## src/fpu_fmt_pkg.sv

```systemverilog
package fpu_fmt_pkg;

  // --------------------------------------------------------------------------
  // binary16 encoding
  // --------------------------------------------------------------------------
  localparam int EXP_BITS = 5;
  localparam int MAN_BITS = 10;
  localparam int FP_WIDTH = 1 + EXP_BITS + MAN_BITS;
  localparam int BIAS     = 2 ** (EXP_BITS - 1) - 1;

  // Derived FMA datapath widths
  localparam int PRECISION_BITS  = MAN_BITS + 1;           // p, with implicit bit
  localparam int SUM_WIDTH       = 3 * PRECISION_BITS + 4; // Product, addend, guard and round
  localparam int LOWER_SUM_WIDTH = 2 * PRECISION_BITS + 3; // Span searched for leading zeros
  localparam int LZC_WIDTH       = $clog2(LOWER_SUM_WIDTH);
  localparam int EXP_WIDTH       = (EXP_BITS + 2 > LZC_WIDTH) ? EXP_BITS + 2 : LZC_WIDTH;
  localparam int SHAMT_WIDTH     = $clog2(3 * PRECISION_BITS + 3);

  localparam logic [FP_WIDTH-1:0] QNAN = 16'h7E00; // Canonical quiet NaN

  typedef struct packed {
    logic                sign;
    logic [EXP_BITS-1:0] exponent;
    logic [MAN_BITS-1:0] mantissa;
  } fp_t;

  typedef struct packed {
    logic is_normal;
    logic is_subnormal;
    logic is_zero;
    logic is_inf;
    logic is_nan;
    logic is_signalling;
    logic is_quiet;
  } fp_info_t;

endpackage

```

## src/fpu_op_pkg.sv

```systemverilog
package fpu_op_pkg;

  // --------------------------------------------------------------------------
  // Operations, rounding modes and exception flags
  // --------------------------------------------------------------------------
  // op_mod flips the addend sign: FMSUB, FNMADD and SUB
  typedef enum logic [1:0] {
    FMADD,
    FNMSUB, // Negated product
    ADD,    // a forced to +1.0
    MUL     // c forced to -0
  } operation_e;

  typedef enum logic [2:0] {
    RNE = 3'd0, // Nearest, ties to even
    RTZ = 3'd1,
    RDN = 3'd2, // Towards -inf
    RUP = 3'd3, // Towards +inf
    RMM = 3'd4  // Nearest, ties away from zero
  } roundmode_e;

  typedef struct packed {
    logic NV; // Invalid operation
    logic DZ; // Divide by zero, never raised by the FMA
    logic OF;
    logic UF;
    logic NX;
  } status_t;

endpackage

```

## src/fma_ifs.sv

```systemverilog
`timescale 1ns/1ps

// Stage 0 operands and bypass info, combinational
interface fma_operand_if import fpu_fmt_pkg::*; import fpu_op_pkg::*; ();
  fp_t        a, b, c;                // Operands after the operation table
  fp_info_t   info_a, info_b, info_c;
  logic       effective_sub;          // Product and addend signs differ
  logic       tentative_sign;         // Sign of the product
  logic       result_is_special;
  fp_t        special_result;
  status_t    special_status;
  roundmode_e rnd_mode;

  modport prep (output a, b, c, info_a, info_b, info_c, effective_sub, tentative_sign,
                output result_is_special, special_result, special_status, rnd_mode);
  modport align (input a, b, c, info_a, info_b, info_c, effective_sub, tentative_sign,
                 input result_is_special, special_result, special_status, rnd_mode);
endinterface

// Stage 1 register contents
interface fma_stage_if import fpu_fmt_pkg::*; import fpu_op_pkg::*; ();
  logic        [SUM_WIDTH-1:0]   sum;
  logic signed [EXP_WIDTH-1:0]   exponent_product, exponent_difference, tentative_exponent;
  logic        [SHAMT_WIDTH-1:0] addend_shamt;
  logic                          sticky_before_add, final_sign, effective_sub;
  roundmode_e                    rnd_mode;
  logic                          result_is_special;
  fp_t                           special_result;
  status_t                       special_status;

  modport producer (output sum, exponent_product, exponent_difference, tentative_exponent,
                    output addend_shamt, sticky_before_add, final_sign, effective_sub,
                    output rnd_mode, result_is_special, special_result, special_status);
  modport consumer (input sum, exponent_product, exponent_difference, tentative_exponent,
                    input addend_shamt, sticky_before_add, final_sign, effective_sub,
                    input rnd_mode, result_is_special, special_result, special_status);
endinterface

```

## src/fma_pipe_ctrl.sv

```systemverilog
`timescale 1ns/1ps

module fma_pipe_ctrl (
  input  logic clk_i,
  input  logic rst_n_i,
  input  logic in_valid_i,
  input  logic out_ready_i,
  output logic in_ready_o,
  output logic adv_o,       // Shared enable of both pipeline registers
  output logic out_valid_o
);

  logic stg1_valid_q; // Beat sitting in the stage-1 register

  // Global stall, whole pipe moves only if the output slot frees up
  assign adv_o      = ~out_valid_o | out_ready_i;
  assign in_ready_o = adv_o;

  always_ff @(posedge clk_i) begin : valid_regs
    if (!rst_n_i) begin
      stg1_valid_q <= 1'b0;
      out_valid_o  <= 1'b0;
    end else if (adv_o) begin
      stg1_valid_q <= in_valid_i; // in_ready_o is high here, so this is the transfer
      out_valid_o  <= stg1_valid_q;
    end
  end

  // Output beat is held until the sink takes it
  a_out_hold: assert property (@(posedge clk_i) disable iff (!rst_n_i)
    out_valid_o && !out_ready_i |=> out_valid_o);

  // An empty output slot never blocks the pipe
  a_adv_when_empty: assert property (@(posedge clk_i) disable iff (!rst_n_i)
    !out_valid_o |=> out_valid_o == $past(stg1_valid_q));

endmodule

```

## src/fma_operand_prep.sv

```systemverilog
`timescale 1ns/1ps

module fma_operand_prep import fpu_fmt_pkg::*; import fpu_op_pkg::*; (
  input  fp_t [2:0]      operands_i, // a, b, c
  input  operation_e     op_i,
  input  logic           op_mod_i,
  input  roundmode_e     rnd_mode_i,
  fma_operand_if.prep    ops
);

  logic any_inf;
  logic any_nan;
  logic any_snan;
  logic product_inf;

  function automatic fp_info_t classify(input fp_t op);
    logic     exp_ones;
    logic     exp_zero;
    logic     man_zero;
    fp_info_t info;
    exp_ones           = &op.exponent;
    exp_zero           = ~|op.exponent;
    man_zero           = ~|op.mantissa;
    info.is_normal     = !exp_zero && !exp_ones;
    info.is_subnormal  = exp_zero && !man_zero;
    info.is_zero       = exp_zero && man_zero;
    info.is_inf        = exp_ones && man_zero;
    info.is_nan        = exp_ones && !man_zero;
    info.is_signalling = info.is_nan && !op.mantissa[MAN_BITS-1]; // Quiet bit clear
    info.is_quiet      = info.is_nan && op.mantissa[MAN_BITS-1];
    return info;
  endfunction

  // --------------------------------------------------------------------------
  // Operation table
  // --------------------------------------------------------------------------
  always_comb begin : op_select
    ops.a      = operands_i[0];
    ops.b      = operands_i[1];
    ops.c      = operands_i[2];
    ops.info_a = classify(operands_i[0]);
    ops.info_b = classify(operands_i[1]);
    ops.info_c = classify(operands_i[2]);
    ops.c.sign = operands_i[2].sign ^ op_mod_i; // op_mod always negates the addend
    unique case (op_i)
      FMADD:  ;
      FNMSUB: ops.a.sign = ~operands_i[0].sign;
      ADD: begin
        ops.a      = '{sign: 1'b0, exponent: EXP_BITS'(BIAS), mantissa: '0}; // +1.0
        ops.info_a = '{is_normal: 1'b1, default: 1'b0};
      end
      MUL: begin
        ops.c      = '{sign: 1'b1, exponent: '0, mantissa: '0}; // -0 keeps product sign of zeros
        ops.info_c = '{is_zero: 1'b1, default: 1'b0};
      end
    endcase
  end

  assign ops.effective_sub  = ops.a.sign ^ ops.b.sign ^ ops.c.sign;
  assign ops.tentative_sign = ops.a.sign ^ ops.b.sign;
  assign ops.rnd_mode       = rnd_mode_i;

  assign product_inf = ops.info_a.is_inf | ops.info_b.is_inf;
  assign any_inf     = product_inf | ops.info_c.is_inf;
  assign any_nan     = ops.info_a.is_nan | ops.info_b.is_nan | ops.info_c.is_nan;
  assign any_snan    = ops.info_a.is_signalling | ops.info_b.is_signalling
                     | ops.info_c.is_signalling;

  // --------------------------------------------------------------------------
  // Bypass result, rules checked in priority order
  // --------------------------------------------------------------------------
  always_comb begin : special_cases
    ops.result_is_special = 1'b1;
    ops.special_result    = QNAN;
    ops.special_status    = '0;
    if ((ops.info_a.is_inf && ops.info_b.is_zero) || (ops.info_a.is_zero && ops.info_b.is_inf))
      ops.special_status.NV = 1'b1;                 // inf * 0, even with a quiet NaN addend
    else if (any_nan)
      ops.special_status.NV = any_snan;
    else if (product_inf && ops.info_c.is_inf && ops.effective_sub)
      ops.special_status.NV = 1'b1;                 // inf - inf
    else if (product_inf)
      ops.special_result = '{sign: ops.tentative_sign, exponent: '1, mantissa: '0};
    else if (any_inf)
      ops.special_result = '{sign: ops.c.sign, exponent: '1, mantissa: '0};
    else
      ops.result_is_special = 1'b0;                 // Regular datapath result
  end

endmodule

```

## src/fma_align_add.sv

```systemverilog
`timescale 1ns/1ps

module fma_align_add import fpu_fmt_pkg::*; (
  input  logic          clk_i,
  input  logic          rst_n_i,
  input  logic          adv_i,
  fma_operand_if.align  ops,
  fma_stage_if.producer stg
);

  logic signed [EXP_WIDTH-1:0]        exponent_a;
  logic signed [EXP_WIDTH-1:0]        exponent_b;
  logic signed [EXP_WIDTH-1:0]        exponent_addend;
  logic signed [EXP_WIDTH-1:0]        exponent_product;
  logic signed [EXP_WIDTH-1:0]        exponent_difference;
  logic        [SHAMT_WIDTH-1:0]      addend_shamt;
  logic        [2*PRECISION_BITS-1:0] product;
  logic        [SUM_WIDTH-1:0]        product_shifted;
  logic        [SUM_WIDTH+PRECISION_BITS-1:0] addend_wide; // Aligned addend and sticky bits
  logic        [SUM_WIDTH-1:0]        addend_shifted;
  logic                               sticky_before_add;
  logic        [SUM_WIDTH:0]          sum_raw;            // Extra carry bit
  logic                               sum_carry;

  // --------------------------------------------------------------------------
  // Exponents, subnormals and zeros count as encoded exponent 1
  // --------------------------------------------------------------------------
  assign exponent_a = signed'({2'b00, ops.a.exponent[EXP_BITS-1:1],
                               ops.a.exponent[0] | ops.info_a.is_subnormal});
  assign exponent_b = signed'({2'b00, ops.b.exponent[EXP_BITS-1:1],
                               ops.b.exponent[0] | ops.info_b.is_subnormal});
  assign exponent_addend = signed'({2'b00, ops.c.exponent[EXP_BITS-1:1],
                                    ops.c.exponent[0] | ~ops.info_c.is_normal});
  assign exponent_product = (ops.info_a.is_zero || ops.info_b.is_zero)
                          ? EXP_WIDTH'(2 - BIAS)     // Zero product sits at minimum exponent
                          : exponent_a + exponent_b - EXP_WIDTH'(BIAS);
  assign exponent_difference = exponent_addend - exponent_product;

  always_comb begin : addend_shift_amount
    if (exponent_difference <= -2 * PRECISION_BITS - 1)
      addend_shamt = SHAMT_WIDTH'(SUM_WIDTH);  // Addend lands in sticky only
    else if (exponent_difference <= PRECISION_BITS + 2)
      addend_shamt = SHAMT_WIDTH'(PRECISION_BITS + 3 - exponent_difference);
    else
      addend_shamt = '0;                       // Addend-anchored, product goes to sticky
  end

  // Product padded with two low bits for round and sticky
  assign product         = {ops.info_a.is_normal, ops.a.mantissa}
                         * {ops.info_b.is_normal, ops.b.mantissa};
  assign product_shifted = SUM_WIDTH'(product) << 2;

  assign addend_wide       = {ops.info_c.is_normal, ops.c.mantissa, {SUM_WIDTH{1'b0}}}
                           >> addend_shamt;
  assign sticky_before_add = |addend_wide[PRECISION_BITS-1:0];
  assign addend_shifted    = ops.effective_sub
                           ? ~addend_wide[SUM_WIDTH+PRECISION_BITS-1:PRECISION_BITS]
                           : addend_wide[SUM_WIDTH+PRECISION_BITS-1:PRECISION_BITS];

  // Two's complement only completes when no sticky bits were lost
  assign sum_raw   = {1'b0, product_shifted} + {1'b0, addend_shifted}
                   + (SUM_WIDTH+1)'(ops.effective_sub & ~sticky_before_add);
  assign sum_carry = sum_raw[SUM_WIDTH];

  // --------------------------------------------------------------------------
  // Stage-1 register
  // --------------------------------------------------------------------------
  always_ff @(posedge clk_i) begin : stage1_ctrl
    if (!rst_n_i)   stg.result_is_special <= 1'b0;
    else if (adv_i) stg.result_is_special <= ops.result_is_special;
  end

  always_ff @(posedge clk_i) begin : stage1_data
    if (adv_i) begin
      // No carry on a subtraction means the sum went negative
      stg.sum                 <= (ops.effective_sub && !sum_carry) ? -sum_raw[SUM_WIDTH-1:0]
                                                                   : sum_raw[SUM_WIDTH-1:0];
      stg.final_sign          <= ops.effective_sub ? (sum_carry == ops.tentative_sign)
                                                   : ops.tentative_sign;
      stg.exponent_product    <= exponent_product;
      stg.exponent_difference <= exponent_difference;
      stg.tentative_exponent  <= (exponent_difference > 0) ? exponent_addend : exponent_product;
      stg.addend_shamt        <= addend_shamt;
      stg.sticky_before_add   <= sticky_before_add;
      stg.effective_sub       <= ops.effective_sub;
      stg.rnd_mode            <= ops.rnd_mode;
      stg.special_result      <= ops.special_result;
      stg.special_status      <= ops.special_status;
    end
  end

  a_shamt_range: assert property (@(posedge clk_i) disable iff (!rst_n_i)
    stg.addend_shamt <= SHAMT_WIDTH'(SUM_WIDTH));

endmodule

```

## src/fma_normalize.sv

```systemverilog
`timescale 1ns/1ps

module fma_normalize import fpu_fmt_pkg::*; (
  fma_stage_if.consumer               stg,
  output logic [PRECISION_BITS:0]     final_mantissa_o, // Implicit bit, mantissa, round bit
  output logic signed [EXP_WIDTH-1:0] final_exponent_o,
  output logic                        sticky_o
);

  logic        [LZC_WIDTH-1:0]         lzc;
  logic                                lzc_zeroes;   // Lower sum is all zero
  logic signed [EXP_WIDTH-1:0]         exp_lzc;      // Product exponent after cancellation
  logic        [SHAMT_WIDTH-1:0]       norm_shamt;
  logic signed [EXP_WIDTH-1:0]         normalized_exponent;
  logic        [SUM_WIDTH:0]           sum_shifted;
  logic        [LOWER_SUM_WIDTH-1:0]   sum_sticky_bits;

  // Leading zeros of the lower 2p+3 sum bits
  always_comb begin : lead_zero_count
    lzc        = '0;
    lzc_zeroes = 1'b1;
    for (int i = 0; i < LOWER_SUM_WIDTH; i++) begin
      if (lzc_zeroes && stg.sum[LOWER_SUM_WIDTH-1-i]) begin
        lzc        = LZC_WIDTH'(i);
        lzc_zeroes = 1'b0;
      end
    end
  end

  assign exp_lzc = stg.exponent_product - signed'(EXP_WIDTH'(lzc)) + 7'sd1;

  // --------------------------------------------------------------------------
  // Large normalization shift
  // --------------------------------------------------------------------------
  always_comb begin : norm_shift_amount
    if ((stg.exponent_difference <= 0) || (stg.effective_sub && stg.exponent_difference <= 2)) begin
      if ((exp_lzc >= 0) && !lzc_zeroes) begin
        norm_shamt          = SHAMT_WIDTH'(PRECISION_BITS + 2 + lzc); // Drop counted zeros
        normalized_exponent = exp_lzc;
      end else begin
        // Subnormal result, stop at the minimum exponent
        norm_shamt          = SHAMT_WIDTH'(PRECISION_BITS + 2 + stg.exponent_product);
        normalized_exponent = '0;
      end
    end else begin
      norm_shamt          = stg.addend_shamt; // Addend-anchored, undo the alignment
      normalized_exponent = stg.tentative_exponent;
    end
  end

  assign sum_shifted = (SUM_WIDTH+1)'(stg.sum) << norm_shamt;

  // One-bit correction, leading one may sit one place off
  always_comb begin : small_norm
    {final_mantissa_o, sum_sticky_bits} = sum_shifted[SUM_WIDTH-1:0];
    final_exponent_o                    = normalized_exponent;
    if (sum_shifted[SUM_WIDTH]) begin                 // Carry out, go right
      {final_mantissa_o, sum_sticky_bits} = sum_shifted[SUM_WIDTH:1];
      final_exponent_o                    = normalized_exponent + 7'sd1;
    end else if (sum_shifted[SUM_WIDTH-1]) begin
      // Already normalized
    end else if (normalized_exponent > 1) begin
      {final_mantissa_o, sum_sticky_bits} = {sum_shifted[SUM_WIDTH-2:0], 1'b0};
      final_exponent_o                    = normalized_exponent - 7'sd1;
    end else begin
      final_exponent_o = '0;                          // Stays subnormal
    end
  end

  assign sticky_o = (|sum_sticky_bits) | stg.sticky_before_add;

endmodule

```

## src/fma_round.sv

```systemverilog
`timescale 1ns/1ps

module fma_round import fpu_fmt_pkg::*; import fpu_op_pkg::*; (
  input  logic                        clk_i,
  input  logic                        rst_n_i,
  input  logic                        adv_i,
  input  logic [PRECISION_BITS:0]     final_mantissa_i,
  input  logic signed [EXP_WIDTH-1:0] final_exponent_i,
  input  logic                        sticky_i,
  fma_stage_if.consumer               stg,
  output fp_t                         result_o,
  output status_t                     status_o
);

  logic                         of_before_round;
  logic [EXP_BITS+MAN_BITS-1:0] pre_round_abs;
  logic [1:0]                   round_sticky; // {round, sticky}
  logic                         round_up;
  logic [EXP_BITS+MAN_BITS-1:0] rounded_abs;
  logic                         exact_zero;
  logic                         rounded_sign;
  logic                         of_after_round;
  logic                         uf_after_round;
  status_t                      regular_status;

  // Overflow saturates to max normal with RS set, rounding decides inf
  assign of_before_round = final_exponent_i >= 2 ** EXP_BITS - 1;
  assign pre_round_abs   = of_before_round
                         ? {EXP_BITS'(2 ** EXP_BITS - 2), {MAN_BITS{1'b1}}}
                         : {final_exponent_i[EXP_BITS-1:0], final_mantissa_i[MAN_BITS:1]};
  assign round_sticky    = {final_mantissa_i[0], sticky_i} | {2{of_before_round}};

  always_comb begin : round_decision
    unique case (stg.rnd_mode)
      RNE:     round_up = round_sticky[1] & (round_sticky[0] | pre_round_abs[0]);
      RTZ:     round_up = 1'b0;
      RDN:     round_up = (|round_sticky) & stg.final_sign;
      RUP:     round_up = (|round_sticky) & ~stg.final_sign;
      RMM:     round_up = round_sticky[1];
      default: round_up = 1'b0;
    endcase
  end

  assign rounded_abs  = pre_round_abs + (EXP_BITS+MAN_BITS)'(round_up); // Carry bumps exponent
  assign exact_zero   = (pre_round_abs == '0) && (round_sticky == 2'b00);
  assign rounded_sign = (exact_zero && stg.effective_sub) ? (stg.rnd_mode == RDN)
                                                          : stg.final_sign;

  assign of_after_round = &rounded_abs[EXP_BITS+MAN_BITS-1:MAN_BITS];
  assign uf_after_round = ~|rounded_abs[EXP_BITS+MAN_BITS-1:MAN_BITS] & ~exact_zero;

  assign regular_status.NV = 1'b0;
  assign regular_status.DZ = 1'b0;
  assign regular_status.OF = of_before_round | of_after_round;
  assign regular_status.NX = (|round_sticky) | of_before_round | of_after_round;
  assign regular_status.UF = uf_after_round & regular_status.NX; // Tiny and inexact

  // --------------------------------------------------------------------------
  // Result select and output register
  // --------------------------------------------------------------------------
  always_ff @(posedge clk_i) begin : out_reg
    if (adv_i) begin
      result_o <= stg.result_is_special ? stg.special_result : {rounded_sign, rounded_abs};
      status_o <= stg.result_is_special ? stg.special_status : regular_status;
    end
  end

  a_no_nv_regular: assert property (@(posedge clk_i) disable iff (!rst_n_i)
    adv_i && !stg.result_is_special |=> !status_o.NV);

endmodule

```

## src/fpu_fma.sv

```systemverilog
`timescale 1ns/1ps

module fpu_fma import fpu_fmt_pkg::*; import fpu_op_pkg::*; (
  input  logic                     clk_i,
  input  logic                     rst_n_i,
  input  logic [2:0][FP_WIDTH-1:0] operands_i,
  input  operation_e               op_i,
  input  logic                     op_mod_i,
  input  roundmode_e               rnd_mode_i,
  input  logic                     in_valid_i,
  output logic                     in_ready_o,
  output logic [FP_WIDTH-1:0]      result_o,
  output status_t                  status_o,
  output logic                     out_valid_o,
  input  logic                     out_ready_i
);

  logic                        adv;
  logic [PRECISION_BITS:0]     final_mantissa;
  logic signed [EXP_WIDTH-1:0] final_exponent;
  logic                        sticky;

  fma_operand_if ops_if ();
  fma_stage_if   stg_if ();

  fma_pipe_ctrl i_pipe_ctrl (
    .clk_i, .rst_n_i, .in_valid_i, .out_ready_i, .in_ready_o, .adv_o (adv), .out_valid_o
  );

  // Stage 0 into the stage-1 register
  fma_operand_prep i_prep (.operands_i, .op_i, .op_mod_i, .rnd_mode_i, .ops (ops_if));
  fma_align_add i_align (.clk_i, .rst_n_i, .adv_i (adv), .ops (ops_if), .stg (stg_if));

  // Stage 1 into the output register
  fma_normalize i_norm (.stg (stg_if), .final_mantissa_o (final_mantissa),
                        .final_exponent_o (final_exponent), .sticky_o (sticky));
  fma_round i_round (.clk_i, .rst_n_i, .adv_i (adv), .final_mantissa_i (final_mantissa),
                     .final_exponent_i (final_exponent), .sticky_i (sticky), .stg (stg_if),
                     .result_o, .status_o);

endmodule

```

## config.mk

```make
export PLATFORM = sky130hd
export DESIGN_NAME = fpu_fma
export DESIGN_NICKNAME = d
export VERILOG_FILES = /design/src/fpu_fmt_pkg.sv /design/src/fpu_op_pkg.sv /design/src/fma_ifs.sv /design/src/fma_pipe_ctrl.sv /design/src/fma_operand_prep.sv /design/src/fma_align_add.sv /design/src/fma_normalize.sv /design/src/fma_round.sv /design/src/fpu_fma.sv
export SDC_FILE = /design/constraint.sdc
export NUM_CORES = 1
export LEC_CHECK = 0
export ABC_CLOCK_PERIOD_IN_PS = 22200
export CAP_MARGIN = 15
export CORE_ASPECT_RATIO = 1.1
export CORE_MARGIN = 4
export CORE_UTILIZATION = 60
export DETAILED_ROUTE_END_ITERATION = 16
export DONT_BUFFER_PORTS = 1
export PLACE_DENSITY_LB_ADDON = 0.1
export SETUP_SLACK_MARGIN = 0.5
export SLEW_MARGIN = 20
export SYNTH_ARGS = -nofsm -noshare
export SYNTH_HDL_FRONTEND = slang
export SYNTH_HIERARCHICAL = 1
export SYNTH_SLANG_ARGS = --single-unit
```

## constraint.sdc

```tcl
create_clock -name clk_i -period 22.2 [get_ports clk_i]
set_input_delay 3.33 -clock clk_i [delete_from_list [all_inputs] [get_ports clk_i]]
set_output_delay 3.33 -clock clk_i [all_outputs]
set_load 0.01 [all_outputs]
```

==> run metrics, run 1 <==
Worst-Margin Slew=1.080 ns; Post-Route WL=57.62 mm; Netlist Area Pre-Place=0.01899 sq mm; Final Worst Setup Slack=7.839 ns; Highest Clock Rate=0.06963 GHz; # IOs=81; cts bufs inserted=17; Core ar.=0.03131 sq mm; DR iter-0 viols=1,918; cells after synthesis=2,356; Pre-antenna DRT Iters=6; CTS resizes=0; area delta synth->final=2.326%; final instance area=0.01943 sq mm; Tcrit/Tclk final=64.69%; Setup Skew=0.01116 ns; Die ar.=0.03457 sq mm; setup total negative slack=0 ns; hold endpoint=i_pipe_ctrl/out_valid_o$_SDFFE_PN0P_; CTS tree=yes; Detail Route Antenna Nets=0; clock slew at reported path FFs=0.05 ns; Worst EP required=22.35 ns; GRT Util Overall=32.81%; worst hold stages=1; status=complete, no violations; total grt overflow=0; clk sinks=115; first-pass GRT wire length=91.22 mm; CTS Root Cell=clkbuf_16; CTS max path bufs=2; RSZ-0062 raised after global routing=false; CP endpoint kind=flop; die height=194.6 um; hold buffers post-CTS=0; # setup viols final=0; share of layout cells above drive strength 1=7.316%; HP Class=flop to flop; worst r2r path cells=32; crit path DAT=14.52 ns; Final Hold Violating Endpoints=0; Worst setup SP type=input port; Synth warnings=6; initial core utilization=60.65%; post-place setup slack=7.600 ns; final worst path period need=14.36 ns; Mapped Avg Cell Area=8.061 sq um; Final Util=62.06%; CP max stage delay=0.62 ns; routed via count=17,690; vias in the first global route=16,880; total setup buffers inserted after CTS=0; gp weighted congestion=1.004; R2R setup slack=10.97 ns; DP Area=0.01887 sq mm; fin. max-slew vios=0; largest net degree at the start of global routing=69; Chip Width=177.6 um; insertion delay to the later sink of the worst-skew pair=0.42 ns; diode count=0; vias per cell=6.578; Max Cap Viol=0; Slowest-stage cell, CP=o311ai_0; H-tree Lvls=4; initial antenna violation count=0; hold_sp=i_pipe_ctrl/stg1_valid_q$_SDFFE_PN0P_; R2R Path Start=i_align/stg.sum[24]$_DFFE_PP_; reg2reg end=i_round/status_o[1]$_DFFE_PP_; # fillers=2,903; relative slew slack=27.49%; row count=68; crit-path max FO=22; Crit Path Class=input port to flop; Final HPWL DP=45.58 mm; WL/cell=21.43 um; drt drc=0; Port-buffer cells=0; final net count=2,519
worst max path at each step:
stage / depth (start not counted) / startpoint / end
5_1_grt: 46 / operands_i[17] / i_align/stg.sum[35]$_DFFE_PP_
4_1_cts: 46 / operands_i[17] / i_align/stg.sum[35]$_DFFE_PP_
2_1_floorplan: 44 / op_i[0] / i_align/stg.sum[35]$_DFFE_PP_
3_5_place_dp: 43 / operands_i[17] / i_align/stg.sum[25]$_DFFE_PP_
6_report: 46 / operands_i[17] / i_align/stg.sum[35]$_DFFE_PP_
3_3_place_gp: 43 / operands_i[17] / i_align/stg.sum[25]$_DFFE_PP_
flip-flops by register name, summed over array words and instances, names as in the netlist, 3 cells and up:
register,cells
i_align/stg.exponent_difference,7
i_align/stg.exponent_product,7
i_align/stg.special_status,5
i_align/stg.addend_shamt,6
i_align/stg.special_result,16
i_round/status_o,5
i_align/stg.rnd_mode,3
i_round/result_o,16
i_align/stg.tentative_exponent,7
i_align/stg.sum,37
critical path: cells and delay by family:
family                     cells  cell delay (ns)
AOI/OAI and AO/OA             21             5.50
xor gates and xnor gates       2             0.73
adders and majority gates      6             1.36
buffers and inverters          5             0.77
and+or+nand+nor               12             2.82
routing by layer:
metal,GRT usage [%],wire length (um),vias to the layer above
met4,17.42,3514,0
met3,5.427,4088,196
met2,53.95,27130,838
met1,41.22,22890,8354
li1,-,-,8299
met5,0,0,-
layout by cell type (no fill, tap or decap), drive strengths merged, types with 46 or more instances in the layout:
cell	count
nor3	52
mux2i	69
ha	122
edfxtp	112
fa	83
and2	77
a21oi	131
nand3	75
xnor2	102
nand2	268
inv	176
nor4	46
nor2	161
nand4	49
o21ai	123
final cells by class:
type / count / area [sq um] / share of cell area (%)
clock buffers: 17 / 425.4 / 2.189
inverters: 173 / 653.1 / 3.361
multi-input cells: 1926 / 14100 / 72.57
flip-flops and latches: 115 / 3423 / 17.62
clock inverters: 15 / 130.1 / 0.6696
well taps: 420 / 525.5 / 2.704
repair buffers: 23 / 172.7 / 0.8885
metrics by stage:
| stage | hold WS, ns | cells |
|---|---|---|
| floorplan | 0.4383 | 2372 |
| global placement | 0.4457 | 2657 |
| detailed placement | 0.4637 | 2657 |
| CTS | 0.4750 | 2689 |
| global route | 0.5035 | 2689 |
| finish | 0.4780 | 2689 |
Power of run 1 is left out: the tool's default activity adds up to more than one toggle a clock period on the data nets, which glitch-free logic cannot reach.
==> run 2: changes to the inputs <==
Settings changed: ABC_AREA from default to 1, ABC_CLOCK_PERIOD_IN_PS 22200 to 11800.
Clock period 22.2 ns to 11.8 ns, I/O delays scaled along.
==> run 2 against run 1 <==
Compared with the run above:
- clock-buffer cell count unchanged
- critical path depth up 13
- non-clock buffer count grew 1
- routed wire length shrank 7.1%
- global-route usage down 1.9 points
- setup slack worse by 6.5 ns
- largest cell class unchanged
- core utilization up 0.62 points
- area after synthesis grew 1.6%
- first-iteration DRC count fell by 16%
- clock skew hardly changed
- register-to-register slack worse by 9.1 ns
==> run metrics, run 2 <==
GRT Util Overall=30.95%; DR iter-0 viols=1,615; Port-buffer cells=0; status=complete, no violations; CTS Root Cell=clkbuf_16; drt drc=0; Chip Width=179.0 um; cells after synthesis=2,897; setup total negative slack=0 ns; first-pass GRT wire length=87.91 mm; hold buffers post-CTS=0; crit path DAT=10.64 ns; R2R Path Start=i_align/stg.sum[23]$_DFFE_PP_; Final Hold Violating Endpoints=0; worst r2r path cells=56; final net count=3,089; gp weighted congestion=1.001; biggest regs=i_align/stg.sum (37), i_align/stg.special_result (16), i_round/result_o (16); CTS max path bufs=2; diode count=0; CP endpoint kind=flop; Slowest-stage cell, CP=ha_1; Tcrit/Tclk final=88.62%; CTS tree=yes; Post-Route WL=53.53 mm; largest net degree at the start of global routing=49; Critical Path Source=op_i[0]; vias in the first global route=17,650; commonest cells after routing, fill and taps aside=nand2_1 (785), inv_1 (436), nand3_1 (362); row count=68; area delta synth->final=2.515%; H-tree Lvls=4; max reg flops=37; die height=196.1 um; clock slew at reported path FFs=0.06 ns; # setup viols final=0; Die ar.=0.03510 sq mm; Setup Skew=0.01101 ns; WL/cell=16.43 um; Highest Clock Rate=0.09563 GHz; initial antenna violation count=0; Worst setup SP type=input port; fin. max-slew vios=0; Crit Path Class=input port to flop; Reg with most FFs=i_align/stg.sum; relative slew slack=34.92%; reg2reg end=i_round/status_o[1]$_DFFE_PP_; Final HPWL DP=43.90 mm; insertion delay to the later sink of the worst-skew pair=0.43 ns; routed via count=18,360; CP max stage delay=0.36 ns; vias per cell=5.635; worst hold stages=2; hold endpoint=i_pipe_ctrl/out_valid_o$_SDFFE_PN0P_; total grt overflow=0; final worst path period need=10.46 ns; initial core utilization=61.14%; Netlist Area Pre-Place=0.01930 sq mm; Mapped Avg Cell Area=6.662 sq um; Detail Route Antenna Nets=0; commonest non-fill, non-tap cell in the layout=nand2_1; Pre-antenna DRT Iters=6; Core ar.=0.03157 sq mm; # IOs=81; hold_sp=i_pipe_ctrl/stg1_valid_q$_SDFFE_PN0P_; Worst EP required=11.99 ns; Worst-Margin Slew=0.9748 ns; crit-path max FO=16; Synth warnings=6; R2R setup slack=1.91 ns; share of layout cells above drive strength 1=8.524%; cts bufs inserted=17; Max Cap Viol=0; HP Class=flop to flop; RSZ-0062 raised after global routing=false; clk sinks=115
run 2: cell count changes in the layout (fill, tap and decap cells not counted), moves of 28 or more:
| cell | delta |
|---|---|
| nor4_1 | -33 |
| nor2_1 | +70 |
| nand3_1 | +289 |
| nor3_1 | -28 |
| nor2b_1 | -42 |
| mux2i_1 | -68 |
| o21ai_0 | -49 |
| xnor2_1 | -81 |
| and2_1 | -71 |
| inv_1 | +275 |
| a21oi_1 | -44 |
| xor2_1 | +59 |
| nand2_1 | +520 |
run 2: area by class of cell:
class / instances / area (sq um)
clock buffer: 17 / 425.4
tap: 420 / 525.5
clock inverter: 15 / 141.4
inverter: 469 / 1769
sequential: 115 / 3423
timing repair buffer: 24 / 180.2
multi-input combinational: 2199 / 13320
fill: 2982 / 11780
run 2: how the worst max path moves through the flow:
stage | to | slack (ns) | cells after the start
2_1_floorplan | i_align/stg.sum[28]$_DFFE_PP_ | 2.16 | 46
3_3_place_gp | i_align/stg.sum[36]$_DFFE_PP_ | 0.86 | 56
3_5_place_dp | i_align/stg.sum[24]$_DFFE_PP_ | 0.62 | 57
4_1_cts | i_align/stg.sum[24]$_DFFE_PP_ | 1.04 | 57
5_1_grt | i_align/stg.sum[24]$_DFFE_PP_ | 0.50 | 59
6_report | i_align/stg.sum[36]$_DFFE_PP_ | 1.34 | 59
run 2: what timing repair did:
action	4_1_cts	5_1_grt
setup buffers	0	3
hold endpoints to repair	0	0
setup endpoints to repair	0	20
resized for setup	0	5
run 2: routing by layer:
layer  vias up  track usage, %  share of wire (%)
met5         -               0                  0
met4         0           13.28                4.3
met3       130           4.259                6.6
met2       689           51.38                 48
met1      8450           40.28                 41
li1       9094               -                  -
run 2: worst max-delay path: cells and delay by family:
kind / cells / cell delay [ns]
buffers and inverters: 9 / 0.88
adders and majority gates: 7 / 1.83
xor gates and xnor gates: 1 / 0.13
and+or+nand+nor: 27 / 3.26
AOI/OAI and AO/OA: 15 / 2.72
run 2: through the flow:
step / instances / util [%] / area, sq um / setup slack (ns) / hold WS (ns)
final: 3259 / 62.68 / 19790 / 1.343 / 0.4715
after global routing: 3259 / 62.68 / 19790 / 0.5036 / 0.4924
after CTS: 3256 / 62.55 / 19750 / 1.044 / 0.4700
after detailed placement: 3224 / 60.76 / 19180 / 0.6192 / 0.4625
after global placement: 3224 / 60.76 / 19180 / 0.8556 / 0.4470
after floorplan: 2913 / - / 19360 / 2.155 / 0.4444
Power of run 2 is left out for the same reason.
==> run 3: changes to the inputs <==
Settings changed: CORE_MARGIN 4 to 2, HOLD_SLACK_MARGIN from default to 0.05, REMOVE_ABC_BUFFERS from default to 1.
==> run 3 against run 2 <==
Compared with the run above:
- critical path type unchanged
- non-clock buffer count up 7
- final cell count rose by 0.21%
- setup slack gained 0.13 ns
- core utilization increased by 0.34 points
- routed wire length increased by 0.67%
- maximum frequency rose by 1.3%
==> run metrics, run 3 (synthesis gave the netlist of run 2 again) <==
dpl cells=3,223; Crit Path Class=input port to flop; diode count=0; initial core utilization=61.14%; Tcrit/Tclk final=87.51%; Slowest-stage cell, CP=fa_1; Max Cap Viol=0; HP Class=flop to flop; CP max stage delay=0.44 ns; share of layout cells above drive strength 1=8.855%; area delta synth->final=3.067%; commonest cells after routing, fill and taps aside=nand2_1 (785), inv_1 (436), nand3_1 (362); H-tree Lvls=4; Port-buffer cells=0; # IOs=81; CTS tree=yes; vias in the first global route=17,560; cts bufs inserted=17; Worst setup SP type=input port; gp weighted congestion=0.9859; Die ar.=0.03362 sq mm; status=complete, no violations; Pre-antenna DRT Iters=8; insertion delay to the later sink of the worst-skew pair=0.43 ns; Final Util=63.02%; Core ar.=0.03157 sq mm; fin cells=3,266; routed via count=18,470; Chip Width=175.0 um; first-pass GRT wire length=87.74 mm; initial antenna violation count=0; commonest non-fill, non-tap cell in the layout=nand2_1; largest net degree at the start of global routing=44; final net count=3,096; Detail Route Antenna Nets=0; crit path DAT=10.50 ns; relative slew slack=30.78%; WL/cell=16.50 um; max reg flops=37; Worst-Margin Slew=1.037 ns; vias per cell=5.654; RSZ-0062 raised after global routing=false; Final HPWL DP=43.59 mm; fin. max-slew vios=0; CTS Root Cell=clkbuf_16; setup total negative slack=0 ns; Post-Route WL=53.89 mm; clk sinks=115; clock slew at reported path FFs=0.05 ns; # setup viols final=0; drt drc=0; total grt overflow=0; biggest regs=i_align/stg.sum (37), i_align/stg.special_result (16), i_round/result_o (16); CTS max path bufs=2; crit-path max FO=16; Worst EP required=11.98 ns; Top cell by count, worst path=nand2_1; Setup Skew=0.01451 ns; die height=192.1 um; row count=68; Final Hold Violating Endpoints=0; GRT Util Overall=32.65%; DR iter-0 viols=1,595; Highest Clock Rate=0.09684 GHz; final worst path period need=10.33 ns; Reg with most FFs=i_align/stg.sum; CP endpoint kind=flop
run 3: final timing paths:
kind	from	to	slack, ns	cells after the start
worst max-delay path	op_i[0]	i_align/stg.sum[24]$_DFFE_PP_	1.47	57
worst min-delay path	i_pipe_ctrl/stg1_valid_q$_SDFFE_PN0P_	i_pipe_ctrl/out_valid_o$_SDFFE_PN0P_	0.47	2
worst max register to register	i_align/stg.sum[22]$_DFFE_PP_	i_round/status_o[1]$_DFFE_PP_	2.05	58
worst min register to register	i_pipe_ctrl/stg1_valid_q$_SDFFE_PN0P_	i_pipe_ctrl/out_valid_o$_SDFFE_PN0P_	0.47	2
run 3: worst max-delay path: cells and delay by family:
family / cells / cell delay [ns]
compound gates: 13 / 2.28
xor+xnor: 1 / 0.28
fa+ha+maj: 7 / 1.90
buf+inv: 9 / 0.89
simple gates: 27 / 3.43
run 3: metal layers:
layer / track usage (%) / wire [um] / share of wire (%) / vias up
li1: - / - / - / 9092
met1: 41.34 / 22510 / 42 / 8576
met2: 57.57 / 26470 / 49 / 656
met3: 3.068 / 2899 / 5.4 / 143
met4: 12.82 / 2022 / 3.8 / 0
met5: 0 / 0 / 0 / -
run 3: through the flow:
stage | cell area (sq um) | setup slack [ns] | hold WS, ns
final | 19890 | 1.474 | 0.4689
after global routing | 19890 | 0.5096 | 0.4910
after CTS | 19780 | 0.9307 | 0.4695
after detailed placement | 19170 | 0.5121 | 0.4598
after global placement | 19170 | 0.8572 | 0.4482
after floorplan | 18490 | 2.086 | 0.4444
run 3: cell type report:
cell class                 count  area (sq um)
fill                        2964         11670
tap                          420         525.5
timing repair buffer          31         232.7
clock buffer                  17         425.4
multi-input combinational   2199         13340
clock inverter                15         180.2
sequential                   115          3423
inverter                     469          1769
run 3: repair_timing:
item,4_1_cts,5_1_grt
endpoints found under the setup margin,0,23
resized for setup,0,8
hold endpoints to repair,0,0
buffers inserted,0,11
hold buffers,0,0
Power of run 3 is left out for the same reason.
